## src/include/chip8_consts.svh

```systemverilog
`ifndef CHIP8_CONSTS_SVH
`define CHIP8_CONSTS_SVH

`define CHIP8_ADDR_W       12
`define CHIP8_DATA_W       8
`define CHIP8_INSTR_W      16
`define CHIP8_I_W          16
`define CHIP8_ALU_OP_W     4
`define CHIP8_APB_ADDR_W   16
`define CHIP8_APB_DATA_W   32
`define CHIP8_VREG_N       16
`define CHIP8_STACK_DEPTH  16
`define CHIP8_RESET_PC     12'h200

// top nibble of each instruction
`define CHIP8_OP_SYS       4'h0
`define CHIP8_OP_JP        4'h1
`define CHIP8_OP_CALL      4'h2
`define CHIP8_OP_SE_BYTE   4'h3
`define CHIP8_OP_SNE_BYTE  4'h4
`define CHIP8_OP_SE_REG    4'h5
`define CHIP8_OP_LD_BYTE   4'h6
`define CHIP8_OP_ADD_BYTE  4'h7
`define CHIP8_OP_ALU       4'h8
`define CHIP8_OP_SNE_REG   4'h9
`define CHIP8_OP_LD_I      4'hA
`define CHIP8_OP_JP_V0     4'hB
`define CHIP8_OP_MISC      4'hF
`define CHIP8_OP_RET       12'h0EE
`define CHIP8_FX_ADD_I     8'h1E

`define CHIP8_ALU_LD       4'h0
`define CHIP8_ALU_OR       4'h1
`define CHIP8_ALU_AND      4'h2
`define CHIP8_ALU_XOR      4'h3
`define CHIP8_ALU_ADD      4'h4
`define CHIP8_ALU_SUB      4'h5
`define CHIP8_ALU_SHR      4'h6
`define CHIP8_ALU_SUBN     4'h7
`define CHIP8_ALU_SHL      4'hE

`define CHIP8_REG_CTRL     16'h1000
`define CHIP8_REG_STATUS   16'h1004
`define CHIP8_REG_V_BASE   16'h1100
`define CHIP8_REG_I        16'h1140

`endif

```

## src/hdl/chip8_pkg.sv

```systemverilog
`include "chip8_consts.svh"

package chip8_pkg;

   typedef logic [`CHIP8_ADDR_W-1:0]          mem_addr_t;
   typedef logic [`CHIP8_DATA_W-1:0]          byte_t;
   typedef logic [$clog2(`CHIP8_VREG_N)-1:0]  vreg_idx_t;
   typedef logic [`CHIP8_I_W-1:0]             i_reg_t;
   typedef logic [`CHIP8_INSTR_W-1:0]         instr_t;
   typedef logic [`CHIP8_ALU_OP_W-1:0]        alu_op_t;
   typedef logic [`CHIP8_APB_ADDR_W-1:0]      apb_addr_t;
   typedef logic [`CHIP8_APB_DATA_W-1:0]      apb_data_t;

   typedef enum logic [2:0]
   {
      IDLE,
      FETCH_HI,
      FETCH_LO,
      EXEC,
      WRITE_FLAG,    // second cycle of the 8xy ops that set VF
      HALTED
   } seq_state_t;

endpackage

```

## src/hdl/chip8_alu.sv

```systemverilog
`timescale 1ns/1ps
`include "chip8_consts.svh"

module chip8_alu
   import chip8_pkg::*;
(
   input  alu_op_t alu_op_i,
   input  byte_t   vx_i,
   input  byte_t   vy_i,
   input  byte_t   kk_i,
   output byte_t   alu_result_o,
   output logic    alu_flag_o,
   output logic    vx_eq_vy_o,
   output logic    vx_eq_kk_o
);

   logic [`CHIP8_DATA_W:0] sum;

   assign sum = {1'b0, vx_i} + {1'b0, vy_i};

   always_comb
   begin
      alu_result_o = vx_i;
      alu_flag_o = 1'b0;
      case (alu_op_i)
         `CHIP8_ALU_LD:
            alu_result_o = vy_i;
         `CHIP8_ALU_OR:
            alu_result_o = vx_i | vy_i;
         `CHIP8_ALU_AND:
            alu_result_o = vx_i & vy_i;
         `CHIP8_ALU_XOR:
            alu_result_o = vx_i ^ vy_i;
         `CHIP8_ALU_ADD:
         begin
            alu_result_o = sum[`CHIP8_DATA_W-1:0];
            alu_flag_o = sum[`CHIP8_DATA_W];    // carry
         end
         `CHIP8_ALU_SUB:
         begin
            alu_result_o = vx_i - vy_i;
            alu_flag_o = vx_i > vy_i;    // not borrow
         end
         `CHIP8_ALU_SHR:
         begin
            alu_result_o = vx_i >> 1;
            alu_flag_o = vx_i[0];
         end
         `CHIP8_ALU_SUBN:
         begin
            alu_result_o = vy_i - vx_i;
            alu_flag_o = vy_i > vx_i;
         end
         `CHIP8_ALU_SHL:
         begin
            alu_result_o = vx_i << 1;
            alu_flag_o = vx_i[`CHIP8_DATA_W-1];
         end
         default: ;
      endcase
   end

   assign vx_eq_vy_o = vx_i == vy_i;
   assign vx_eq_kk_o = vx_i == kk_i;

endmodule

```

## config.mk

```make
export PLATFORM = sky130hd
export DESIGN_NAME = chip8_alu
export DESIGN_NICKNAME = d
export VERILOG_FILES = /design/src/hdl/chip8_pkg.sv /design/src/hdl/chip8_alu.sv
export VERILOG_INCLUDE_DIRS = /design/src /design/src/include
export SDC_FILE = /design/constraint.sdc
export NUM_CORES = 1
export LEC_CHECK = 0
export BUFFER_PORTS_ARGS = -buffer_cell sky130_fd_sc_hd__buf_4
export CORE_ASPECT_RATIO = 0.8
export CORE_MARGIN = 2
export CORE_UTILIZATION = 50
export DETAILED_ROUTE_END_ITERATION = 12
export GPL_TIMING_DRIVEN = 0
export PLACE_DENSITY = 0.72
export SKIP_LAST_GASP = 1
export SLEW_MARGIN = 10
export SYNTH_ARGS = -nofsm -noshare
export SYNTH_HDL_FRONTEND = slang
export SYNTH_SLANG_ARGS = --single-unit
```

## constraint.sdc

```tcl
create_clock -name vclk -period 2.58
set_input_delay 0.516 -clock vclk [all_inputs]
set_output_delay 0.516 -clock vclk [all_outputs]
set_load 0.01 [all_outputs]
```

==> qor.txt, run 1 <==
PwrDens: 213 mW/mm²
Commonest non-fill, non-tap cells in the layout: 43 x buf_4, 25 x ha_1, 23 x nor2_1
Worst Slack Setup Final: -0.428 ns
P&R area growth vs syn: 51.3%
Hold_buf cts: 0
Cell taking the most area after synthesis: ha_1
Mean Syn Cell Area: 6.89 µm²
Worst IR Drop VDD: 0.145 mV
Via density: 6.24
Startpoint Class: input port
Delay-heaviest family, CP: compound AO/OA/AOI/OAI gates
Worst endpoint required time: 2.06 ns
Hold Fails Final Rpt: 0
Cell area after placement: 0.00247 mm²
Most common cell after layout, fill and taps aside: buf_4
NetSw: 0.000341 W
Worst setup EP type: output pin
P_leak: 1.25 nW
Ranking of synthesized cells by area: ha_1 21%, inv_1 6.0%, a21oi_1 5.5%
Critical path type: in2out
Max FO, Critical Path: 5
Vias: 2,527
CP Cell Sequence: buf_12 -> inv_8 -> ha_4 -> inv_2 -> fa_2 -> nand2b_4 -> a221o_1 -> mux2_4 -> a22oi_2 -> o311ai_2 -> o31a_1 -> buf_4
Final GP Congestion: 0.958
Drt pass-1 iters: 7
Synth unique cells: 52
WL final: 7.71 mm
Antenna Nets Post-Route: 0
Multiplexer share of the synthesized area: 6.30%
Die Span X: 74.8 µm
Num sequential: 0
Die Height: 60.7 µm
Part of the power in combinational logic: 100.0%
Port Buffers: 37
Number of inserted diodes: 0
Endpoints failing setup: 8
Max Cap Viol: 0
XOR/XNOR share of the synthesized area: 6.55%
RSZ-0062 raised after global routing: true
Fin crit share: 117%
Final period demand of the worst path: 3.01 ns
CP max stage cell: fa_2
Switch share: 52.8%
Largest family of logic cells by synthesized area: compound AO/OA/AOI/OAI gates
Failing checks: negative setup slack
Synth warnings: 0
Rel. slew slack: 54.0%
Critical Path AT: 2.49 ns
Row count: 20
Fin area: 0.00303 mm²
Vias in the first global route: 2,175
Int Power: 0.000304 W
Final Instance Count excl. Fillers: 405
Final Util: 79.2%
Synth Area in Adders: 24.2%
Hold Path Class: in2out
Inst Count DP: 383
Slew Viols, Final: 0
Seq. cell area: 0 µm²
DRC Markers: 0
# nets final: 417
Slew @ Worst Pin: 0.687 ns
Share of the synthesized area in the top cell type: 21.2%
Sum of buffers and inverters on the critical path: 4
Status: complete, but fails checks
Mapped Area: 0.00201 mm²
DR iter-0 viols: 273
Gr ovfl total: 0
Layout cell share with drive strength beyond 1: 38.0%
Share of power burned in registers: 0%
Synth Area in Compound Gates: 33.0%
CLK BUF: 0
Post-Synth Simple-Gate Area: 20.5%
Slowest stage delay, CP: 0.37 ns
Mapped Nets: 356
Routed length per placed instance: 19.0 µm
Total power after layout: 0.000646 W
Die area: 0.00454 mm²
Gr usage total: 32.6%
Initial Utilization: 52.4%
Post-Syn Instances: 291
DP HPWL: 5.39 mm
Num ports: 39
Fmax: 332 MHz
Fill cell count: 271
Seq/Total Area, Yosys: 0%
First-pass GRT wire length: 11.2 mm
CORE AREA: 0.00383 mm²
Largest net degree at the start of global routing: 11
Clock share of power: 0%
Antenna violations before repair: 0
## worst paths after layout
kind	startpoint	to	slack, ns	cells after the start
max	vx_i[0]	alu_result_o[6]	-0.43	12
min	vx_i[3]	alu_result_o[3]	1.39	3
## final cells by class
type	count	area, µm²	area share (%)
multi-input cells	242	2130	70.1
repair buffers	59	567	18.7
inverters	33	176	5.81
plain buffers	16	93.8	3.09
well taps	55	68.8	2.27
## power by group through the flow
| stage | combinational (W) | sequential, W | clock, W |
|---|---|---|---|
| after floorplan | 0.000322 | 0 | 0 |
| after global placement | 0.000485 | 0 | 0 |
| after detailed placement | 0.000488 | 0 | 0 |
| after CTS | 0.000587 | 0 | 0 |
| after global routing | 0.000684 | 0 | 0 |
| final | 0.000646 | 0 | 0 |
## synth_stat cells (all sizes together) (4+ instances only)
cell and instances:
a211oi 6, a21oi 22, a31oi 7, buf 8, clkbuf 8, ha 34, inv 33, mux2i 7
nand2 16, nand2b 9, nand3 5, nor2 24, nor2b 5, nor3 6, nor4 4, o211ai 4
o21a 4, o21ai 16, o21bai 6, o22ai 4, or3 5, xnor2 12
## kinds of logic (layout without fill, tap and decap cells)
kind of cell	after synthesis	after routing
xor gates and xnor gates	15	15
and+or+nand+nor	82	82
adders and majority gates	37	37
buffers and inverters	49	108
AOI/OAI and AO/OA	98	98
muxes	10	10
## worst min-delay path, delay by kind of cell
family | cells | cell delay (ns)
compound gates | 1 | 0.14
buf+inv | 2 | 0.21
## per-stage QoR
step	setup slack (ns)	hold slack (ns)	TNS, ns
final	-0.428	1.39	-2.39
after detailed placement	-0.611	1.41	-3.85
after floorplan	-0.0689	1.18	-0.133
after global placement	-0.590	1.40	-3.75
after global routing	-0.459	1.40	-2.89
after CTS	-0.416	1.38	-1.97
## routing by layer
layer  track usage (%)  part of all wire (%)  routed length [µm]
met2              51.8                    43                3350
met1              47.7                    43                3330
met4              2.30                   1.2                  91
met5                 0                     0                   0
met3              6.98                    12                 937
## what timing repair did
action / in CTS / in global routing
resized for setup: 85 / 21
buffers inserted: 19 / 3
setup endpoints to repair: 10 / 9
pin swaps: 32 / 15
No activity file was read; power rests on OpenSTA's default activity.
==> run 2, diff against run 1 <==
CORE_MARGIN = unset   (was 2)
==> run 2 against run 1 <==
Compared with the run above: the flow still finishes with violations (negative setup slack); total power grew 0.89%; combinational power grew 0.8%; routed wire length grew 1.3%; sequential share of layout area is the same; setup slack is essentially flat; global-route usage grew 1.7 points; fmax is essentially flat; non-clock buffer count is the same; design area grew 1.2%; critical path type unchanged.
==> qor.txt, run 2 (synthesis results as in run 1) <==
P&R area growth vs syn: 53.0%
Failing checks: negative setup slack
Worst endpoint required time: 2.06 ns
Largest net degree at the start of global routing: 11
Vias: 2,563
DRC Markers: 0
P_leak: 1.25 nW
Max Cap Viol: 0
Commonest non-fill, non-tap cells in the layout: 42 x buf_4, 23 x nor2_1, 23 x ha_1
Share of power burned in registers: 0%
Final period demand of the worst path: 3.01 ns
Status: complete, but fails checks
Hold Path Stages: 5
Gr ovfl total: 0
Setup TNS: -2.39 ns
WL final: 7.81 mm
Worst IR Drop VDD: 0.127 mV
Switch share: 53.2%
Hold Fails Final Rpt: 0
Startpoint Class: input port
Worst Slack Setup Final: -0.428 ns
Final GP Congestion: 0.952
Via density: 6.33
Drt pass-1 iters: 5
Final Instance Count excl. Fillers: 405
Antenna Nets Post-Route: 0
Most common cell after layout, fill and taps aside: buf_4
Layout cell share with drive strength beyond 1: 39.1%
Fmax: 332 MHz
Antenna violations before repair: 0
DP HPWL: 5.34 mm
Hold Crit Start: kk_i[3]
Int Power: 0.000305 W
Clock share of power: 0%
CP max stage cell: or3_4
Critical path type: in2out
Initial Utilization: 52.4%
Final Util: 80.2%
Num sequential: 0
# nets final: 417
RSZ-0062 raised after global routing: true
Delay-heaviest family, CP: compound AO/OA/AOI/OAI gates
CP Cell Sequence: buf_12 -> inv_8 -> ha_4 -> buf_8 -> or3_4 -> a31oi_1 -> o21bai_1 -> a32oi_1 -> xor2_1 -> o22ai_2 -> buf_4
Gr usage total: 34.3%
Die Span X: 72.8 µm
Slowest stage delay, CP: 0.37 ns
Rel. slew slack: 53.9%
Part of the power in combinational logic: 100.0%
Slew @ Worst Pin: 0.687 ns
Fin crit share: 117%
Critical Path AT: 2.49 ns
Number of inserted diodes: 0
Inst Count DP: 383
PwrDens: 212 mW/mm²
Routed length per placed instance: 19.3 µm
Row count: 20
Worst setup EP type: output pin
Hold EP: vx_eq_kk_o
Max FO, Critical Path: 5
NetSw: 0.000346 W
Sum of buffers and inverters on the critical path: 4
Endpoints failing setup: 8
CLK BUF: 0
Seq. cell area: 0 µm²
Port Buffers: 37
Num ports: 39
First-pass GRT wire length: 11.3 mm
Vias in the first global route: 2,234
DR iter-0 viols: 261
Die area: 0.00427 mm²
Slew Viols, Final: 0
Die Height: 58.7 µm
CORE AREA: 0.00383 mm²
Hold Path Class: in2out
==> run 2: how the worst max path moves through the flow <==
stage / start / slack, ns / cells past startpoint / to
2_1_floorplan: vx_i[5] / -0.07 / 8 / alu_result_o[7]
3_3_place_gp: vx_i[1] / -0.60 / 10 / alu_result_o[7]
3_5_place_dp: vx_i[1] / -0.61 / 10 / alu_result_o[7]
4_1_cts: vy_i[6] / -0.41 / 10 / alu_result_o[7]
5_1_grt: vx_i[0] / -0.47 / 12 / alu_result_o[6]
6_report: vx_i[2] / -0.43 / 11 / alu_result_o[5]
==> run 2: timing repair <==
item,CTS,global route
resized for setup,77,37
pin swaps,25,21
gates cloned,0,0
setup endpoints to repair,10,9
hold buffers,0,0
setup buffers,19,3
==> run 2: cell type report <==
class	instances	area, µm²
inverter	33	176
buffer	16	93.8
multi-input combinational	242	2160
timing repair buffer	59	571
tap	55	68.8
fill	282	759
==> run 2: power groups by stage <==
| stage | combinational [W] | clock (W) | sequential [W] |
|---|---|---|---|
| after detailed placement | 0.000487 | 0 | 0 |
| final | 0.000651 | 0 | 0 |
| after CTS | 0.000577 | 0 | 0 |
| after global routing | 0.000686 | 0 | 0 |
| after floorplan | 0.000322 | 0 | 0 |
| after global placement | 0.000485 | 0 | 0 |
==> run 2: per-layer routing <==
metal	up-vias	share of wire, %	track usage [%]
met4	0	2.2	6.72
met2	178	44	54.3
met5	-	0	0
met3	24	11	4.45
li1	1181	-	-
met1	1180	43	49.9
==> run 2: stage by stage <==
| stage | setup slack [ns] | total power [W] | cell area (µm²) | hold slack, ns |
|---|---|---|---|---|
| floorplan | -0.0689 | 0.000322 | 2120 | 1.18 |
| global placement | -0.601 | 0.000485 | 2470 | 1.40 |
| detailed placement | -0.607 | 0.000487 | 2470 | 1.40 |
| CTS | -0.410 | 0.000577 | 2890 | 1.39 |
| global route | -0.472 | 0.000686 | 3070 | 1.42 |
| finish | -0.428 | 0.000651 | 3070 | 1.40 |
