### config.mk
export PLATFORM = sky130hd
export DESIGN_NAME = chip8_apb_regs
export DESIGN_NICKNAME = d
export VERILOG_FILES = /design/src/hdl/chip8_pkg.sv /design/src/hdl/chip8_apb_regs.sv
export VERILOG_INCLUDE_DIRS = /design/src /design/src/include
export SDC_FILE = /design/constraint.sdc
export NUM_CORES = 1
export LEC_CHECK = 0
export BUFFER_PORTS_ARGS = -buffer_cell sky130_fd_sc_hd__buf_2
export CORE_AREA = 2 2 58 60
export DETAILED_ROUTE_END_ITERATION = 12
export DIE_AREA = 0 0 60 62
export PLACE_DENSITY_LB_ADDON = 0.2
export SLEW_MARGIN = 0
export SYNTH_ARGS = -nofsm -noshare
export SYNTH_HDL_FRONTEND = slang
export SYNTH_SLANG_ARGS = --single-unit
### constraint.sdc
create_clock -name clk -period 1.62 [get_ports clk]
set_input_delay 0.243 -clock clk [delete_from_list [all_inputs] [get_ports clk]]
set_output_delay 0.243 -clock clk [all_outputs]
set_load 0.005 [all_outputs]
### src/include/chip8_consts.svh
`ifndef CHIP8_CONSTS_SVH
`define CHIP8_CONSTS_SVH

`define CHIP8_ADDR_W       12
`define CHIP8_DATA_W       8
`define CHIP8_INSTR_W      16
`define CHIP8_I_W          16
`define CHIP8_ALU_OP_W     4
`define CHIP8_APB_ADDR_W   16
`define CHIP8_APB_DATA_W   32
`define CHIP8_VREG_N       16
`define CHIP8_STACK_DEPTH  16
`define CHIP8_RESET_PC     12'h200

// top nibble of each instruction
`define CHIP8_OP_SYS       4'h0
`define CHIP8_OP_JP        4'h1
`define CHIP8_OP_CALL      4'h2
`define CHIP8_OP_SE_BYTE   4'h3
`define CHIP8_OP_SNE_BYTE  4'h4
`define CHIP8_OP_SE_REG    4'h5
`define CHIP8_OP_LD_BYTE   4'h6
`define CHIP8_OP_ADD_BYTE  4'h7
`define CHIP8_OP_ALU       4'h8
`define CHIP8_OP_SNE_REG   4'h9
`define CHIP8_OP_LD_I      4'hA
`define CHIP8_OP_JP_V0     4'hB
`define CHIP8_OP_MISC      4'hF
`define CHIP8_OP_RET       12'h0EE
`define CHIP8_FX_ADD_I     8'h1E

`define CHIP8_ALU_LD       4'h0
`define CHIP8_ALU_OR       4'h1
`define CHIP8_ALU_AND      4'h2
`define CHIP8_ALU_XOR      4'h3
`define CHIP8_ALU_ADD      4'h4
`define CHIP8_ALU_SUB      4'h5
`define CHIP8_ALU_SHR      4'h6
`define CHIP8_ALU_SUBN     4'h7
`define CHIP8_ALU_SHL      4'hE

`define CHIP8_REG_CTRL     16'h1000
`define CHIP8_REG_STATUS   16'h1004
`define CHIP8_REG_V_BASE   16'h1100
`define CHIP8_REG_I        16'h1140

`endif

### src/hdl/chip8_pkg.sv
`include "chip8_consts.svh"

package chip8_pkg;

   typedef logic [`CHIP8_ADDR_W-1:0]          mem_addr_t;
   typedef logic [`CHIP8_DATA_W-1:0]          byte_t;
   typedef logic [$clog2(`CHIP8_VREG_N)-1:0]  vreg_idx_t;
   typedef logic [`CHIP8_I_W-1:0]             i_reg_t;
   typedef logic [`CHIP8_INSTR_W-1:0]         instr_t;
   typedef logic [`CHIP8_ALU_OP_W-1:0]        alu_op_t;
   typedef logic [`CHIP8_APB_ADDR_W-1:0]      apb_addr_t;
   typedef logic [`CHIP8_APB_DATA_W-1:0]      apb_data_t;

   typedef enum logic [2:0]
   {
      IDLE,
      FETCH_HI,
      FETCH_LO,
      EXEC,
      WRITE_FLAG,    // second cycle of the 8xy ops that set VF
      HALTED
   } seq_state_t;

endpackage

### src/hdl/chip8_apb_regs.sv
`timescale 1ns/1ps
`include "chip8_consts.svh"

module chip8_apb_regs
   import chip8_pkg::*;
(
   input  logic      clk,
   input  logic      rst_n_i,
   input  logic      psel_i,
   input  logic      penable_i,
   input  logic      pwrite_i,
   input  apb_addr_t paddr_i,
   input  apb_data_t pwdata_i,
   input  logic      halted_i,
   input  mem_addr_t pc_i,
   input  byte_t     host_vdata_i,
   input  i_reg_t    i_value_i,
   output apb_data_t prdata_o,
   output logic      pready_o,
   output logic      pslverr_o,
   output logic      run_o,
   output logic      host_we_o,
   output mem_addr_t host_addr_o,
   output byte_t     host_wdata_o,
   output vreg_idx_t host_vidx_o
);

   logic access;
   logic is_mem;
   logic is_ctrl;
   logic is_status;
   logic is_v;
   logic is_i;
   logic bad;
   logic run_q;

   assign access = psel_i && penable_i;
   assign is_mem = paddr_i < apb_addr_t'(1 << `CHIP8_ADDR_W);
   assign is_ctrl = paddr_i == `CHIP8_REG_CTRL;
   assign is_status = paddr_i == `CHIP8_REG_STATUS;
   assign is_v = (paddr_i >= `CHIP8_REG_V_BASE) &&
                 (paddr_i < `CHIP8_REG_V_BASE + 4 * `CHIP8_VREG_N) &&
                 (paddr_i[1:0] == 2'b00);
   assign is_i = paddr_i == `CHIP8_REG_I;

   always_comb
   begin
      if (is_mem)
         bad = !pwrite_i || run_q;    // program memory is write only, and locked while running
      else if (is_ctrl)
         bad = 1'b0;
      else if (is_status || is_v || is_i)
         bad = pwrite_i;
      else
         bad = 1'b1;
   end

   always_comb
   begin
      prdata_o = '0;
      if (is_ctrl)
         prdata_o = apb_data_t'(run_q);
      else if (is_status)
         prdata_o = apb_data_t'({pc_i, 15'd0, halted_i});    // pc in 27:16
      else if (is_v)
         prdata_o = apb_data_t'(host_vdata_i);
      else if (is_i)
         prdata_o = apb_data_t'(i_value_i);
   end

   always_ff @(posedge clk or negedge rst_n_i)
   begin
      if (!rst_n_i)
         run_q <= 1'b0;
      else if (access && pwrite_i && is_ctrl)
         run_q <= pwdata_i[0];
   end

   assign pready_o = 1'b1;    // zero wait states
   assign pslverr_o = access && bad;
   assign run_o = run_q;
   assign host_we_o = access && pwrite_i && is_mem && !run_q;
   assign host_addr_o = paddr_i[`CHIP8_ADDR_W-1:0];
   assign host_wdata_o = pwdata_i[`CHIP8_DATA_W-1:0];
   assign host_vidx_o = paddr_i[5:2];

endmodule

==> impl_metrics.json, run 1 <==
{
  "grt_pass1_vias": 785,
  "met1_usage_pct": 12.9,
  "rows": 21,
  "slowest_delay_ps": 240,
  "p_leak_nw": 0.715,
  "synthArstFlopShare_pct": 100,
  "max_freq_mhz": 604,
  "core-area_mm2": 0.00318,
  "synth_cell_types": 27,
  "synthSimpleGateAreaFrac_pct": 43.7,
  "syn-cell-area_um2": 682,
  "initial_utilization_pct": 21.4,
  "violations": "setup timing",
  "clkPwrFrac_pct": 0,
  "grt_pass1_wl_mm": 3.21,
  "r2r_setup_slack_ps": 820,
  "clk_pin_slew_worst_paths_ps": 0,
  "crit_start": "paddr_i[0]",
  "dr.pass1.iters": 4,
  "yosys.area_share.xor_xnor_pct": 0,
  "syn_area_per_cell_um2": 7.18,
  "worst_hold_path_type": "input pin to asynchronous set/reset pin",
  "area_delta_synth_final_pct": 79.4,
  "swShare_pct": 37.0,
  "hold_viol": 0,
  "dp_hpwl_mm": 2.21,
  "synth_largest_area_cell": "buf_4",
  "cp.depth": 8,
  "clock_skew_ps": 0,
  "synthCells": 95,
  "path_delay_family": "simple AND/OR/NAND/NOR gates",
  "slew_viol_final": 0,
  "synth_mux_area_share_pct": 1.65,
  "peakVddDrop_mv": 0.120,
  "critPathBufInv": 4,
  "gr-usage-met3_pct": 1.04,
  "drive_gt1_share_pct": 71.4,
  "wirelength_mm": 2.46,
  "die_w_um": 60,
  "path_cells": "buf_6, nor4b_4, buf_4, nand4_4, nor2_4, buf_12, and2_1, buf_2",
  "synth-seq-area-share_pct": 3.67,
  "routedWlPerCell_um": 10.6,
  "place_congestion": 0.695,
  "synth-edff-count": 0,
  "layoutNonFillerInstCount": 231,
  "synth_compound_gate_area_share_pct": 14.5,
  "setup_tns_ps": -172,
  "synth_fa_ha_area_share_pct": 0,
  "hold_ws_ps": 17.6,
  "reg2reg_from": "run_o$_DFFE_PN0P_",
  "dieArea_mm2": 0.00372,
  "met2_usage_pct": 22.2,
  "overflow": 0,
  "ant_nets": 0,
  "cp.arrival_ps": 1410,
  "power_uw": 182,
  "yosys_most_used_dff": "dfrtp_1",
  "die_y_um": 62,
  "final_nets": 277,
  "power_density_mw_per_mm2": 149,
  "track_usage_pct": 10.9,
  "dr_total_vias": 961,
  "busiest_layer": "met2",
  "vias_per_cell": 4.16,
  "largest_reg_flops": 1,
  "setup_viol": 15,
  "switchingPower_uw": 67.4,
  "max_cap_viol_count": 0,
  "cp-end-kind": "output pin",
  "synth.yosys.warnings": 0,
  "insertion_delay_ps": 0,
  "synth_area_leaders": "buf_4 32%, and2_1 18%, a22o_1 9.0%, dfrtp_1 3.7%, nor4b_4 3.5%",
  "ys_seq_elements": 1,
  "worstSetupStartpointType": "input pin",
  "grt_max_degree": 16,
  "p_comb_share_pct": 86.0,
  "rsz0062_at_grt": "true",
  "reg2reg_depth": 1,
  "ys_top_cells_by_count": "29 x buf_4, 20 x and2_1, 7 x a22o_1",
  "drtIter0Drc": 16,
  "crit_required_ps": 1380,
  "drc_errors": 0,
  "synth_top_family_by_area": "simple AND/OR/NAND/NOR gates",
  "port-buffer-count": 106,
  "synth_top_area_share_pct": 31.9,
  "fin_area_mm2": 0.00122,
  "power.internal_uw": 115,
  "placed_cell_area_mm2": 0.00112,
  "path_max_fanout": 15,
  "setup_ws_ps": -34.4,
  "seq_power_share_pct": 14.0,
  "reg2reg_to": "run_o$_DFFE_PN0P_",
  "crit_slowest_cell": "nor4b_4",
  "io_pins": 150,
  "synth.most_common_cell": "buf_4",
  "finalCritPeriodShare_pct": 102,
  "antenna_found_initial": 0,
  "outcome": "finished, violations left",
  "crit_path_end": "prdata_o[12]",
  "diodes": 0,
  "fin_crit_ps": 1650,
  "crit_type": "input pin to output pin",
  "dp.cells": 229
}
## worst min path at each step
stage                             end  slack [ps]  cells after the start
floorplan           run_o$_DFFE_PN0P_         -50                      0
global placement    run_o$_DFFE_PN0P_          20                      1
detailed placement  run_o$_DFFE_PN0P_          20                      1
CTS                 run_o$_DFFE_PN0P_          20                      1
global route        run_o$_DFFE_PN0P_          20                      1
finish              run_o$_DFFE_PN0P_          20                      1
## layout make-up
cell class / count / area, um^2
Timing Repair Buffer: 118 / 646
Tap cell: 46 / 57.6
Multi-Input combinational cell: 64 / 488
Inverter: 2 / 7.51
Sequential cell: 1 / 25.0
Fill cell: 339 / 1960
## stage by stage
stage	setup WS [ps]	utilization (%)
floorplan	146	-
global placement	-191	35.3
detailed placement	-249	35.3
CTS	-28.3	38.0
global route	-148	38.5
finish	-34.4	38.5
## placed cells by master (no fill, tap or decap), drive strengths merged
cell,synthesis,routed
and2,20,20
inv,2,2
nor4b,1,1
o31a,1,1
dfrtp,1,1
nor2b,1,1
nand4,3,3
nor2,7,7
conb,2,5
mux2,1,1
a31oi,1,1
nor3,5,5
nor4,3,3
nand2,3,3
a22o,7,7
o22ai,1,1
o2111ai,1,1
buf,31,118
a211oi,1,1
nand3,3,3
## what timing repair did
action                                 4_1_cts  5_1_grt
hold buffers                                 0        0
cloned                                       0        0
setup endpoints to repair                   30       30
endpoints found under the hold margin        0        0
buffers inserted                             2        0
gates resized for setup                     10        3
pin swaps                                    3        1
## power by group through the flow
stage / logic, mW / clock network [mW] / registers, mW
after floorplan: 0.0767 / 0 / 0.0254
after global placement: 0.144 / 0 / 0.0254
after detailed placement: 0.145 / 0 / 0.0254
after CTS: 0.157 / 0 / 0.0254
after global routing: 0.177 / 0 / 0.0254
final: 0.157 / 0 / 0.0254
## kinds of logic after synthesis
kind of cell | count (synthesis)
mux | 1
simple gates | 46
compound gates | 12
buf+inv | 33
other cells | 2
flops | 1
## layer usage
metal / up-vias / part of all wire, %
met4: 0 / 0
met1: 425 / 38
li1: 476 / -
met5: - / 0
met3: 0 / 9.5
met2: 60 / 52
Power figures use the tool's default switching activity.
==> inputs of run 2 (changes only) <==
- GPL_TIMING_DRIVEN: not set -> 0
==> impl_metrics.json, run 2 (synthesis results as in run 1) <==
{
  "clkPwrFrac_pct": 0,
  "outcome": "finished, violations left",
  "power.internal_uw": 159,
  "clk_pin_slew_worst_paths_ps": 0,
  "core-area_mm2": 0.00318,
  "drtIter0Drc": 13,
  "crit_type": "input pin to output pin",
  "seq_power_share_pct": 10.4,
  "drive_gt1_share_pct": 84.7,
  "dr_total_vias": 1082,
  "drc_errors": 0,
  "final_nets": 314,
  "final_cell_mix": "90 x buf_2, 35 x buf_4, 30 x buf_6",
  "finalCritPeriodShare_pct": 108,
  "area_delta_synth_final_pct": 149,
  "diodes": 0,
  "port-buffer-count": 113,
  "grt_max_degree": 11,
  "fill_cells": 324,
  "violations": "setup timing",
  "track_usage_pct": 11.4,
  "swShare_pct": 34.8,
  "die_w_um": 60,
  "cp-end-kind": "output pin",
  "antenna_found_initial": 0,
  "p_leak_nw": 0.937,
  "dieArea_mm2": 0.00372,
  "path_max_fanout": 6,
  "p_comb_share_pct": 89.6,
  "setup_ws_ps": -133,
  "ant_nets": 0,
  "switchingPower_uw": 84.9,
  "grt_pass1_wl_mm": 3.42,
  "place_congestion": 0.665,
  "die_y_um": 62,
  "rows": 21,
  "max_cap_viol_count": 0,
  "power_density_mw_per_mm2": 144,
  "worstSetupStartpointType": "input pin",
  "rsz0062_at_grt": "true",
  "layoutNonFillerInstCount": 268,
  "max_freq_mhz": 570,
  "initial_utilization_pct": 21.4,
  "hold_ws_ps": 18.3,
  "final_core_util_pct": 53.5,
  "fin_crit_ps": 1750,
  "peakVddDrop_mv": 0.121,
  "dp.cells": 257,
  "crit_required_ps": 1380,
  "slew_viol_final": 0,
  "clock_skew_ps": 0,
  "dr.pass1.iters": 4,
  "worst_hold_path_type": "input pin to asynchronous set/reset pin",
  "final_common_cell": "buf_2",
  "hold_viol": 0,
  "wirelength_mm": 2.94,
  "cp.arrival_ps": 1510,
  "dp_hpwl_mm": 2.25,
  "vias_per_cell": 4.04,
  "io_pins": 150,
  "setup_viol": 29,
  "grt_pass1_vias": 819,
  "overflow": 0,
  "largest_reg_flops": 1,
  "routedWlPerCell_um": 11.0,
  "insertion_delay_ps": 0
}
[run 2: worst paths after layout]
kind	slack, ps	depth (start not counted)	to	startpoint
min in group clk	480	2	run_o$_DFFE_PN0P_	pwdata_i[0]
hold reg to reg	550	1	run_o$_DFFE_PN0P_	run_o$_DFFE_PN0P_
max in group asynchronous	1520	1	run_o$_DFFE_PN0P_	rst_n_i
setup / recovery	-130	8	prdata_o[1]	paddr_i[1]
setup reg to reg	810	1	run_o$_DFFE_PN0P_	run_o$_DFFE_PN0P_
hold / removal	20	1	run_o$_DFFE_PN0P_	rst_n_i
[run 2: what timing repair did]
item / in CTS / in global routing
buffers inserted: 6 / 3
hold buffers: 0 / 0
gates cloned: 1 / 1
gates resized for setup: 32 / 34
endpoints found under the setup margin: 30 / 30
pin swaps: 15 / 25
[run 2: worst max-delay path, cell delays in order]
cell and delay (ps):
buf_6 100, nor4b_4 240, buf_4 180, nand4_4 120
nor2_4 240, buf_6 140, a22o_1 130, buf_2 110
[run 2: layer usage]
layer / vias up / wire (um) / track usage, %
met5: - / 0 / 0
met4: 0 / 14 / 0
met3: 2 / 263 / 1.24
met2: 68 / 1610 / 23.3
met1: 462 / 1060 / 13.5
li1: 550 / - / -
[run 2: layout make-up]
type	instances	area, um^2	area share [%]
Timing Repair Buffer	124	811	47.7
Multi-Input combinational cell	64	559	32.9
Inverter	2	7.51	0.442
Sequential cell	1	25.0	1.47
Buffer	31	240	14.1
Tap cell	46	57.6	3.38
[run 2: power groups by stage]
stage	logic, mW	clock network [mW]	registers (mW)
4_1_cts	0.216	0	0.0254
3_5_place_dp	0.191	0	0.0254
6_report	0.219	0	0.0254
3_3_place_gp	0.190	0	0.0254
5_1_grt	0.241	0	0.0254
2_1_floorplan	0.0767	0	0.0254
[run 2: stage by stage]
stage	cell area [um^2]	total power, mW	TNS [ps]	worst slack, ps
6_report	1700	0.244	-2850	-133
5_1_grt	1700	0.267	-5040	-231
4_1_cts	1520	0.242	-2020	-101
3_5_place_dp	1320	0.217	-5210	-246
3_3_place_gp	1320	0.215	-5260	-238
2_1_floorplan	693	0.102	0	146
==> inputs of run 3 (changes only) <==
- CORE_AREA: 2 2 58 60 -> 2 2 57 59
- DIE_AREA: 0 0 60 62 -> 0 0 59 61
- clock period: 1.62 -> 2.2 ns (I/O delays scaled with it)
==> impl_metrics.json, run 3 (synthesis results as in run 1) <==
{
  "crit_top_cell": "buf_2",
  "crit_required_ps": 1870,
  "cp.arrival_ps": 1670,
  "final_cell_mix": "114 x buf_2, 29 x buf_4, 20 x and2_1",
  "cts-hold-fix-buffers": 0,
  "slowest_delay_ps": 390,
  "antenna_found_initial": 0,
  "core-area_mm2": 0.00295,
  "hold_viol": 0,
  "routedWlPerCell_um": 9.70,
  "p_leak_nw": 0.823,
  "overflow": 0,
  "clock_skew_ps": 0,
  "crit_slowest_cell": "nor3_1",
  "worstSetupStartpointType": "input pin",
  "peakVddDrop_mv": 0.0803,
  "cts_resized": 0,
  "insertion_delay_ps": 0,
  "r2r_setup_slack_ps": 1400,
  "max_cap_viol_count": 0,
  "path_max_fanout": 10,
  "reg2reg_to": "run_o$_DFFE_PN0P_",
  "fin_area_mm2": 0.00130,
  "drc_errors": 0,
  "final_nets": 303,
  "wirelength_mm": 2.37,
  "path_delay_family": "simple AND/OR/NAND/NOR gates",
  "rows": 20,
  "die_y_um": 61,
  "place_congestion": 0.701,
  "max_freq_mhz": 501,
  "dieArea_mm2": 0.00360,
  "port-buffer-count": 113,
  "crit_type": "input pin to output pin",
  "critPathBufInv": 3,
  "post-cts-setup-buffers": 0,
  "m1WireLength_um": 854,
  "reg2reg_from": "run_o$_DFFE_PN0P_",
  "dr_total_vias": 1004,
  "ant_nets": 0,
  "worst_hold_path_type": "input pin to asynchronous set/reset pin",
  "reg2reg_depth": 1,
  "drive_gt1_share_pct": 71.1,
  "drtIter0Drc": 15,
  "grt_pass1_wl_mm": 3.11,
  "dp_hpwl_mm": 2.21,
  "largest_reg_flops": 1,
  "path_cells": "buf_2, nor3_1, nand4_2, nor2_4, buf_6, a22o_1, buf_2",
  "grt_max_degree": 11,
  "die_w_um": 59,
  "final_common_cell": "buf_2",
  "route.met3.wl_um": 184,
  "clk_pin_slew_worst_paths_ps": 0,
  "top_layer": "met3",
  "placed_cell_area_mm2": 0.00130,
  "fin_crit_ps": 2000,
  "outcome": "complete, no violations",
  "rsz0062_at_grt": "false",
  "fill_cells": 331,
  "area_delta_synth_final_pct": 90.6,
  "grt_pass1_vias": 781,
  "setup_viol": 0,
  "finalCritPeriodShare_pct": 90.7,
  "slew_viol_final": 0,
  "track_usage_pct": 10.4,
  "met2WireLength_mm": 1.33,
  "diodes": 0,
  "cp-end-kind": "output pin",
  "setup_tns_ps": 0,
  "io_pins": 150,
  "dr.pass1.iters": 4,
  "vias_per_cell": 4.11,
  "initial_utilization_pct": 23.1,
  "power_density_mw_per_mm2": 122
}
-- run 3: changes by cell type in the layout (fill, tap and decap cells not counted), sizes merged --
cell | previous run | this run
buf | 155 | 144
-- run 3: area by class of cell --
| type | instances | area (um^2) | area share [%] |
|---|---|---|---|
| Sequential cell | 1 | 25.0 | 1.92 |
| Buffer | 31 | 234 | 18.0 |
| Timing Repair Buffer | 113 | 566 | 43.5 |
| Inverter | 2 | 7.51 | 0.577 |
| Tap cell | 33 | 41.3 | 3.18 |
| Multi-Input combinational cell | 64 | 427 | 32.8 |
-- run 3: metal layers --
metal,GRT usage [%],vias to the layer above
met1,12.8,423
met3,0.213,0
met2,21.3,52
met5,0,-
met4,0,0
li1,-,529
-- run 3: worst max path at each step --
stage,from,endpoint,depth (start not counted)
after CTS,paddr_i[13],prdata_o[17],7
after floorplan,paddr_i[10],prdata_o[1],5
final,paddr_i[7],prdata_o[4],7
after global routing,paddr_i[13],prdata_o[22],7
after detailed placement,paddr_i[13],prdata_o[17],7
after global placement,paddr_i[13],prdata_o[18],7
-- run 3: stage by stage --
step	total power, mW	instances	setup slack, ps	utilization [%]	hold WS [ps]
after floorplan	0.0752	98	552	-	34.4
after global placement	0.158	244	169	44.0	106
after detailed placement	0.160	244	178	44.0	106
after CTS	0.160	244	175	44.0	106
after global routing	0.172	244	7.63	44.0	106
final	0.158	244	204	44.0	104
-- run 3: report_power, final --
| group | switching (mW) | internal, mW |
|---|---|---|
| sequential | 0.00000189 | 0.0187 |
| combinational | 0.0499 | 0.0894 |
| clock | 0 | 0 |
