### src/include/chip8_consts.svh
`ifndef CHIP8_CONSTS_SVH
`define CHIP8_CONSTS_SVH

`define CHIP8_ADDR_W       12
`define CHIP8_DATA_W       8
`define CHIP8_INSTR_W      16
`define CHIP8_I_W          16
`define CHIP8_ALU_OP_W     4
`define CHIP8_APB_ADDR_W   16
`define CHIP8_APB_DATA_W   32
`define CHIP8_VREG_N       16
`define CHIP8_STACK_DEPTH  16
`define CHIP8_RESET_PC     12'h200

// top nibble of each instruction
`define CHIP8_OP_SYS       4'h0
`define CHIP8_OP_JP        4'h1
`define CHIP8_OP_CALL      4'h2
`define CHIP8_OP_SE_BYTE   4'h3
`define CHIP8_OP_SNE_BYTE  4'h4
`define CHIP8_OP_SE_REG    4'h5
`define CHIP8_OP_LD_BYTE   4'h6
`define CHIP8_OP_ADD_BYTE  4'h7
`define CHIP8_OP_ALU       4'h8
`define CHIP8_OP_SNE_REG   4'h9
`define CHIP8_OP_LD_I      4'hA
`define CHIP8_OP_JP_V0     4'hB
`define CHIP8_OP_MISC      4'hF
`define CHIP8_OP_RET       12'h0EE
`define CHIP8_FX_ADD_I     8'h1E

`define CHIP8_ALU_LD       4'h0
`define CHIP8_ALU_OR       4'h1
`define CHIP8_ALU_AND      4'h2
`define CHIP8_ALU_XOR      4'h3
`define CHIP8_ALU_ADD      4'h4
`define CHIP8_ALU_SUB      4'h5
`define CHIP8_ALU_SHR      4'h6
`define CHIP8_ALU_SUBN     4'h7
`define CHIP8_ALU_SHL      4'hE

`define CHIP8_REG_CTRL     16'h1000
`define CHIP8_REG_STATUS   16'h1004
`define CHIP8_REG_V_BASE   16'h1100
`define CHIP8_REG_I        16'h1140

`endif

### src/hdl/chip8_pkg.sv
`include "chip8_consts.svh"

package chip8_pkg;

   typedef logic [`CHIP8_ADDR_W-1:0]          mem_addr_t;
   typedef logic [`CHIP8_DATA_W-1:0]          byte_t;
   typedef logic [$clog2(`CHIP8_VREG_N)-1:0]  vreg_idx_t;
   typedef logic [`CHIP8_I_W-1:0]             i_reg_t;
   typedef logic [`CHIP8_INSTR_W-1:0]         instr_t;
   typedef logic [`CHIP8_ALU_OP_W-1:0]        alu_op_t;
   typedef logic [`CHIP8_APB_ADDR_W-1:0]      apb_addr_t;
   typedef logic [`CHIP8_APB_DATA_W-1:0]      apb_data_t;

   typedef enum logic [2:0]
   {
      IDLE,
      FETCH_HI,
      FETCH_LO,
      EXEC,
      WRITE_FLAG,    // second cycle of the 8xy ops that set VF
      HALTED
   } seq_state_t;

endpackage

### src/hdl/chip8_sequencer.sv
`timescale 1ns/1ps
`include "chip8_consts.svh"

module chip8_sequencer
   import chip8_pkg::*;
(
   input  logic      clk,
   input  logic      rst_n_i,
   input  logic      run_i,
   input  byte_t     rd_data_i,
   input  byte_t     vx_i,
   input  byte_t     vy_i,
   input  byte_t     v0_i,
   input  i_reg_t    i_value_i,
   input  byte_t     alu_result_i,
   input  logic      alu_flag_i,
   input  logic      vx_eq_vy_i,
   input  logic      vx_eq_kk_i,
   output mem_addr_t rd_addr_o,
   output vreg_idx_t vx_idx_o,
   output vreg_idx_t vy_idx_o,
   output alu_op_t   alu_op_o,
   output logic      v_we_o,
   output vreg_idx_t v_widx_o,
   output byte_t     v_wdata_o,
   output logic      i_we_o,
   output i_reg_t    i_wdata_o,
   output logic      halted_o,
   output mem_addr_t pc_o
);

   localparam int SP_W = $clog2(`CHIP8_STACK_DEPTH);

   seq_state_t      state_q;
   mem_addr_t       pc_q;
   mem_addr_t       pc_nxt;
   logic [SP_W-1:0] sp_q;
   logic [SP_W-1:0] sp_nxt;
   mem_addr_t       stack_q [0:`CHIP8_STACK_DEPTH-1];
   byte_t           instr_hi_q;
   logic            flag_q;
   logic            run_q;
   logic            halted_q;
   logic            push;
   logic            is_jump;
   logic            flag_op;
   instr_t          instr;
   mem_addr_t       nnn;
   byte_t           kk;

   assign instr = {instr_hi_q, rd_data_i};    // low byte is on the read port during EXEC
   assign nnn = instr[11:0];
   assign kk = instr[7:0];
   assign vx_idx_o = instr[11:8];
   assign vy_idx_o = instr[7:4];
   assign alu_op_o = instr[3:0];
   assign rd_addr_o = (state_q == FETCH_LO) ? pc_q + mem_addr_t'(1) : pc_q;

   always_comb
   begin
      pc_nxt = pc_q;
      sp_nxt = sp_q;
      push = 1'b0;
      is_jump = 1'b0;
      flag_op = 1'b0;
      v_we_o = 1'b0;
      v_widx_o = instr[11:8];
      v_wdata_o = kk;
      i_we_o = 1'b0;
      i_wdata_o = i_reg_t'(nnn);
      if (state_q == WRITE_FLAG)
      begin
         v_we_o = 1'b1;
         v_widx_o = vreg_idx_t'(`CHIP8_VREG_N - 1);
         v_wdata_o = byte_t'(flag_q);
      end
      else if (state_q == EXEC)
      begin
         pc_nxt = pc_q + mem_addr_t'(2);
         case (instr[15:12])
            `CHIP8_OP_SYS:
               if (nnn == `CHIP8_OP_RET)
               begin
                  sp_nxt = sp_q - 1'b1;
                  pc_nxt = stack_q[sp_nxt];
               end
            `CHIP8_OP_JP:
            begin
               is_jump = 1'b1;
               pc_nxt = nnn;
            end
            `CHIP8_OP_CALL:
            begin
               push = 1'b1;
               sp_nxt = sp_q + 1'b1;
               pc_nxt = nnn;
            end
            `CHIP8_OP_SE_BYTE:
               if (vx_eq_kk_i)
                  pc_nxt = pc_q + mem_addr_t'(4);
            `CHIP8_OP_SNE_BYTE:
               if (!vx_eq_kk_i)
                  pc_nxt = pc_q + mem_addr_t'(4);
            `CHIP8_OP_SE_REG:
               if (instr[3:0] == 4'h0 && vx_eq_vy_i)
                  pc_nxt = pc_q + mem_addr_t'(4);
            `CHIP8_OP_SNE_REG:
               if (instr[3:0] == 4'h0 && !vx_eq_vy_i)
                  pc_nxt = pc_q + mem_addr_t'(4);
            `CHIP8_OP_LD_BYTE:
               v_we_o = 1'b1;
            `CHIP8_OP_ADD_BYTE:
            begin
               v_we_o = 1'b1;
               v_wdata_o = vx_i + kk;    // VF untouched
            end
            `CHIP8_OP_ALU:
            begin
               v_wdata_o = alu_result_i;
               case (alu_op_o)
                  `CHIP8_ALU_LD, `CHIP8_ALU_OR, `CHIP8_ALU_AND, `CHIP8_ALU_XOR:
                     v_we_o = 1'b1;
                  `CHIP8_ALU_ADD, `CHIP8_ALU_SUB, `CHIP8_ALU_SHR,
                  `CHIP8_ALU_SUBN, `CHIP8_ALU_SHL:
                  begin
                     v_we_o = 1'b1;
                     flag_op = 1'b1;
                  end
                  default: ;
               endcase
            end
            `CHIP8_OP_LD_I:
               i_we_o = 1'b1;
            `CHIP8_OP_JP_V0:
            begin
               is_jump = 1'b1;
               pc_nxt = nnn + mem_addr_t'(v0_i);
            end
            `CHIP8_OP_MISC:
               if (kk == `CHIP8_FX_ADD_I)
               begin
                  i_we_o = 1'b1;
                  i_wdata_o = i_value_i + i_reg_t'(vx_i);
               end
            default: ;    // anything else just advances
         endcase
      end
   end

   always_ff @(posedge clk or negedge rst_n_i)
   begin
      if (!rst_n_i)
      begin
         state_q <= IDLE;
         pc_q <= `CHIP8_RESET_PC;
         sp_q <= '0;
         run_q <= 1'b0;
         halted_q <= 1'b0;
      end
      else
      begin
         run_q <= run_i;
         pc_q <= pc_nxt;
         sp_q <= sp_nxt;
         case (state_q)
            IDLE:
               if (run_i && !run_q)    // rising run restarts the program
               begin
                  state_q <= FETCH_HI;
                  pc_q <= `CHIP8_RESET_PC;
                  sp_q <= '0;
                  halted_q <= 1'b0;
               end
            FETCH_HI:
               state_q <= FETCH_LO;
            FETCH_LO:
               state_q <= EXEC;
            EXEC:
               if (is_jump && pc_nxt == pc_q)
               begin
                  state_q <= HALTED;
                  halted_q <= 1'b1;
               end
               else if (flag_op)
                  state_q <= WRITE_FLAG;
               else if (!run_i)
                  state_q <= IDLE;
               else
                  state_q <= FETCH_HI;
            WRITE_FLAG:
               state_q <= run_i ? FETCH_HI : IDLE;
            HALTED:
               if (!run_i)
                  state_q <= IDLE;
            default:
               state_q <= IDLE;
         endcase
      end
   end

   always_ff @(posedge clk)
   begin
      if (state_q == FETCH_LO)
         instr_hi_q <= rd_data_i;
      if (state_q == EXEC)
         flag_q <= alu_flag_i;
      if (push)
         stack_q[sp_q] <= pc_q + mem_addr_t'(2);    // return to the next instruction
   end

   assign halted_o = halted_q;
   assign pc_o = pc_q;

endmodule

### config.mk
export PLATFORM = sky130hd
export DESIGN_NAME = chip8_sequencer
export DESIGN_NICKNAME = d
export VERILOG_FILES = /design/src/hdl/chip8_pkg.sv /design/src/hdl/chip8_sequencer.sv
export VERILOG_INCLUDE_DIRS = /design/src /design/src/include
export SDC_FILE = /design/constraint.sdc
export NUM_CORES = 1
export LEC_CHECK = 0
export ABC_AREA = 1
export BUFFER_PORTS_ARGS = -buffer_cell sky130_fd_sc_hd__buf_2
export CORE_ASPECT_RATIO = 1.4
export CORE_MARGIN = 4
export CORE_UTILIZATION = 54
export CTS_CLUSTER_SIZE = 25
export DETAILED_ROUTE_END_ITERATION = 8
export PLACE_DENSITY = 0.76
export SETUP_SLACK_MARGIN = 0.15
export SYNTH_ARGS = -nofsm -noshare
export SYNTH_HDL_FRONTEND = slang
export SYNTH_SLANG_ARGS = --single-unit
### constraint.sdc
create_clock -name clk -period 2.9 [get_ports clk]
set_input_delay 0.145 -clock clk [delete_from_list [all_inputs] [get_ports clk]]
set_output_delay 0.145 -clock clk [all_outputs]
set_load 0.05 [all_outputs]
==> impl_results.md, run 1 <==
* Drt total wl at 43100 µm
* Mean area per synthesized cell at 8.38 µm²
* Vias at 12200
* Switching Share at 0.472
* ANT cells at 0
* Seq pwr share at 0.249
* Max-Cap Viols at 0
* CTS tree: yes
* Final worst setup slack at 0.0846 ns
* Starting Density at 0.552
* Crit path buf inv count at 6
* Max stage delay cell, worst path: dfrtp_2
* FMAX at 0.355 GHz
* Core area at 23400 µm²
* Synth Warn # at 0
* Top FF cell, synth: edfxtp_1
* Place WS at -0.0318 ns
* Grt total ovfl at 0
* Row count at 66
* GR Util All Layers at 0.301
* CTS Sinks at 222
* Reg2Reg Launch Point: sp_q[0]
* Vias in the first global route at 11700
* Die Ht at 191 µm
* Final worst path period share at 0.971
* R2R depth at 20
* Post-route DRC at 0
* Ports at 129
* Detail Placement HPWL at 28100 µm
* Hold path start: rd_data_i[6]
* Worst Setup Start Kind: flip-flop
* Worst slew pin tran at 0.569 ns
* Crit path kind: flip-flop to flip-flop
* Library cells used by synthesis at 47
* Hold Path Depth at 2
* Post-synthesis sequential area ratio at 0.509
* Comb power frac at 0.590
* Fin nets at 1848
* Latest clock arrival within the worst-skew pair at 0.50 ns
* Largest stage delay on the critical path at 0.43 ns
* Synth Cell Area at 12900 µm²
* Largest net degree at the start of global routing at 53
* Most frequent cell after synthesis: nand2_1
* Final Hold Fails at 0
* CP most frequent cell: nand3_2
* Fillers at 1809
* Status: finished clean
* Clk_skew at 0.0140 ns
* Crit-path leading delay family: simple AND/OR/NAND/NOR gates
* Area Growth Syn to Fin at 25.7%
* Most frequent cells after synthesis: nand2_1, nand3_1, edfxtp_1
* Post-DRT Antenna Nets at 0
* Final Max Slew Viols at 0
* Placement Cell Area at 14400 µm²
* Layout cells sized above 1 at 0.246
* Async SR Flop Fraction at 0.0946
* First-pass GRT wire length at 62700 µm
* CP Max Fanout at 9
* Clk root buf: clkbuf_16
* Slew HR at 0.618
* Max Root-Sink Buffers at 3
* Reg clk slew, reported paths at 0.07 ns
* Top post-synthesis cells by area: edfxtp_1, nand2_1, nand3_1, nor2_1, dfrtp_1
* Tmin final at 2.82 ns
* RSZ-0062 raised after global routing: yes
* Die area at 26500 µm²
* NetSw at 8.44 mW
* Pwr Density at 1100 nW/µm²
* Syn Inst Count at 1540
* Via-to-Cell Ratio at 5.87
* VDD IR max at 0.000910 V
* CP Data Required Time at 3.35 ns
* DR WL/cell at 20.8 µm
* Post-Synthesis Net Count at 1635
* DIE WIDTH at 139 µm
* CP Capture Type: flip-flop
* EDFF count, synth at 201
* Worst path depth at 20
* WP data arrival at 3.26 ns
* Synth top area share at 0.468
* Hold Path Class: primary input to flip-flop
* 1st-iter DRT viols at 1220
* CP Cell Sequence: clkinv_4 -> ha_4 -> buf_12 -> buf_12 -> nor2_1 -> o21ai_0 -> nand3_1 -> nand3_2 -> nand2_2 -> nand2_2 -> nand3_2 -> nand3_2 -> nand2_1 -> inv_1 -> nand3_1 -> nor2_2 -> nand3_4 -> buf_6 -> buf_6 -> nand2_1
* Leak Pwr at 7.01 nW
* # setup viols final at 0
* CP startpoint: sp_q[0]
* Clock power frac at 0.160
* Initial antenna violation count at 0
* Post-synth top area cell: edfxtp_1
* H-tree levels at 1
* DRT Pass-1 Iters at 5
* #FFs+latches synth at 222
* CTS Buf Count at 22
* Fin area at 16200 µm²
* Port Buffer Count at 120
* Final Wtd Congestion at 0.980
* Internal Power at 9.43 mW
per-stage QoR:
stage	utilization	hold slack (ns)	power, mW	cells	TNS (ns)
final	0.694	0.0269	17.9	2075	0
after CTS	0.661	0.0190	16.3	2055	0
after floorplan	-	-0.151	9.95	1540	-0.381
after global routing	0.694	0.0372	18.7	2075	-0.186
after global placement	0.618	0.151	12.8	2004	0
after detailed placement	0.618	0.157	13.0	2004	-0.0318
layout by cell type, fill, tap and decap left out, types with 20 or more instances in the layout:
master / n
a21oi_1: 44
buf_2: 113
buf_4: 102
clkbuf_16: 29
edfxtp_1: 201
ha_1: 26
inv_1: 125
nand2_1: 407
nand2_2: 21
nand3_1: 200
nand3_2: 35
nand4_1: 22
nor2_1: 139
nor2_2: 20
o21ai_0: 47
flip-flops by register name, summed over array words and instances (netlist names):
name and flops:
stack_q 192, pc_o 12, instr_hi_q 8, sp_q 4, state_q 3, flag_q 1, halted_o 1, run_q 1
power groups by stage:
stage / Combinational [mW] / Clock, mW / Sequential, mW
CTS: 9.02 / 2.86 / 4.44
floorplan: 5.21 / 0 / 4.73
global route: 11.2 / 3.01 / 4.48
finish: 10.5 / 2.86 / 4.46
global placement: 8.33 / 0 / 4.49
detailed placement: 8.46 / 0 / 4.50
timing repair:
action | 4_1_cts | 5_1_grt
gates resized for setup | 25 | 127
gates cloned | 4 | 7
pin swaps | 1 | 31
hold endpoints to repair | 26 | 1
endpoints found under the setup margin | 7 | 16
setup buffers | 1 | 12
hold buffers | 6 | 1
kinds of logic (layout without fill, tap and decap cells):
group / after synthesis / in the layout / synth area share
AND/OR/NAND/NOR: 901 / 901 / 0.307
buffers and inverters: 215 / 444 / 0.0720
adder cells (fa/ha/maj): 33 / 33 / 0.0337
XOR/XNOR: 22 / 22 / 0.0149
flip-flops: 222 / 222 / 0.509
AO/OA/AOI/OAI: 147 / 147 / 0.0637
routing by layer:
metal	up-vias	GRT usage	routed length [µm]
li1	5622	-	-
met1	5710	0.335	14900
met2	682	0.560	22400
met3	166	0.0298	3180
met4	0	0.174	2660
met5	-	0	0
final timing paths:
check | slack [ns] | to
setup / recovery | 0.08 | halted_o
hold / removal | 0.03 | instr_hi_q[6]
setup reg to reg | 0.08 | halted_o
hold reg to reg | 0.52 | halted_o
max in group asynchronous | 2.34 | pc_o[6]
min in group asynchronous | 0.16 | pc_o[10]
layout make-up:
| type | count | area (µm²) | share of cell area |
|---|---|---|---|
| flip-flops and latches | 222 | 6570 | 0.405 |
| multi-input cells | 1103 | 5890 | 0.364 |
| repair buffers | 258 | 2070 | 0.128 |
| clock buffers | 29 | 608 | 0.0375 |
| inverters | 146 | 572 | 0.0353 |
| well taps | 306 | 383 | 0.0236 |
| clock inverters | 11 | 119 | 0.00733 |
worst register-to-register path: cells and delay by family, from the launching register on:
kind            cells  cell delay (ns)
fa+ha+maj           1             0.31
simple gates       12             1.20
flops               1             0.43
compound gates      1             0.11
buf+inv             6             0.70
No activity file was read; power rests on OpenSTA's default activity.
==> run 2, diff against run 1 <==
Settings changed: SETUP_SLACK_MARGIN 0.15 to not set.
==> run 2 against run 1 <==
Flip-flop and latch count unchanged. Cell area down 3.3%. Worst setup slack worse by 0.055 ns. Sequential power about the same. Critical path depth up 2.
==> impl_results.md, run 2 (synthesis results as in run 1) <==
* Status: finished clean
* Hold path start: rd_data_i[7]
* Clk root buf: clkbuf_16
* Post-DRT Antenna Nets at 0
* Slew HR at 0.523
* GR Util All Layers at 0.288
* R2R depth at 22
* Fin nets at 1833
* Leak Pwr at 6.81 nW
* Worst Hold Endpoint: instr_hi_q[7]
* Tmin final at 2.87 ns
* Worst slew pin tran at 0.716 ns
* Die area at 26500 µm²
* Latest clock arrival within the worst-skew pair at 0.51 ns
* Row count at 66
* DRT Pass-1 Iters at 7
* Vias in the first global route at 11400
* Final Hold Fails at 0
* Met2 GRT Util at 0.524
* Layout cells sized above 1 at 0.217
* Hold Path Depth at 1
* Core area at 23400 µm²
* VDD IR max at 0.000739 V
* CTS tree: yes
* Area Growth Syn to Fin at 21.5%
* Drt total wl at 42000 µm
* Ports at 129
* FMAX at 0.348 GHz
* # setup viols final at 0
* WP data arrival at 3.27 ns
* CP Data Required Time at 3.30 ns
* Via-to-Cell Ratio at 5.86
* CTS Buf Count at 22
* Place WS at -0.00663 ns
* CP most frequent cell: nand2_1
* Most Crowded Layer GR: met2
* Max stage delay cell, worst path: dfrtp_2
* Met1 Use GR at 0.326
* H-tree levels at 1
* CP Capture Type: flip-flop
* Reg with most FFs: stack_q
* Power Total at 16.8 mW
* Port Buffer Count at 120
* Final Wtd Congestion at 0.996
* Initial antenna violation count at 0
* CP startpoint: sp_q[0]
* R2R Setup Slk at 0.03 ns
* Reg clk slew, reported paths at 0.06 ns
* Detail Placement HPWL at 28000 µm
* 1st-iter DRT viols at 1182
* Pwr Density at 1070 nW/µm²
* CP Max Fanout at 7
* Grt total ovfl at 0
* Max-Cap Viols at 0
* Largest stage delay on the critical path at 0.39 ns
* CP Cell Sequence: clkinv_4 -> ha_4 -> clkinvlp_4 -> clkbuf_16 -> nor2_2 -> nand2_1 -> nand3_1 -> nand3_2 -> nand2_2 -> nand2_4 -> nand3_1 -> nand3_1 -> nand2_1 -> inv_1 -> nand3_1 -> nor2_2 -> nand3_2 -> nand2_1 -> nand2_1 -> nand2_1 -> nand2_1 -> nand2_1
* Worst Setup Start Kind: flip-flop
* Die Ht at 191 µm
* Largest net degree at the start of global routing at 105
* Met3 Resource Use GR at 0.0338
* Placement Cell Area at 14400 µm²
* RSZ-0062 raised after global routing: yes
* Post-route DRC at 0
* Starting Density at 0.552
* DIE WIDTH at 139 µm
* DR WL/cell at 20.4 µm
* Reg2Reg Launch Point: sp_q[0]
* First-pass GRT wire length at 60300 µm
* Final worst setup slack at 0.0299 ns
* Commonest non-fill, non-tap cells in the layout: nand2_1, nand3_1, edfxtp_1, nor2_1, inv_1
* Max Root-Sink Buffers at 3
* Final Max Slew Viols at 0
* Largest register FFs at 192
* Crit path kind: flip-flop to flip-flop
* Hold Path Class: primary input to flip-flop
* ANT cells at 0
* Final worst path period share at 0.990
* Fillers at 1834
* Reg2reg end: state_q[0]
* CTS Sinks at 222
* Vias at 12100
* Leading cell type in the layout, fill and taps excluded: nand2_1
* Fin area at 15700 µm²
* Final hold slack at 0.0418 ns
* Clk_skew at 0.0145 ns
==> run 2: what timing repair did <==
item,4_1_cts,5_1_grt
pin swaps,0,22
setup buffers,0,9
hold endpoints to repair,27,0
cloned,0,9
hold buffers,7,0
endpoints found under the setup margin,1,6
resized for setup,1,82
==> run 2: worst max path at each step <==
stage | end | slack, ns | cells after the start
2_1_floorplan | v_wdata_o[1] | -0.17 | 6
3_3_place_gp | halted_o | 0.04 | 20
3_5_place_dp | halted_o | -0.007 | 20
4_1_cts | i_wdata_o[14] | 0.02 | 16
5_1_grt | halted_o | -0.14 | 20
6_report | state_q[0] | 0.03 | 22
==> run 2: worst max-delay path: cells and delay by family, from the launching register on <==
kind	cells	cell delay, ns
buffers and inverters	4	0.66
and+or+nand+nor	17	1.40
adders and majority gates	1	0.30
DFF	1	0.39
==> run 2: area by class of cell <==
cell class,count,area (µm²),area share
well taps,306,383,0.0244
multi-input cells,1103,5710,0.364
clock buffers,32,619,0.0395
clock inverters,7,47.5,0.00303
inverters,146,559,0.0357
flip-flops and latches,222,6560,0.418
repair buffers,243,1800,0.115
==> run 2: report_power, final <==
group | internal [mW] | switching (mW)
clock network | 1.50 | 1.20
registers | 4.20 | 0.280
logic | 3.02 | 6.57
total | 8.72 | 8.05
==> run 2: through the flow <==
stage	setup TNS [ns]	instances	utilization
after detailed placement	-0.00663	1995	0.615
after floorplan	-0.373	1540	-
after global routing	-0.280	2059	0.671
after global placement	0	1995	0.615
final	0	2059	0.671
after CTS	0	2041	0.646
==> run 2: layer usage <==
metal  part of all wire  wire [µm]
met5                  0          0
met4              0.060       2530
met3              0.069       2900
met2               0.52      21900
met1               0.35      14700
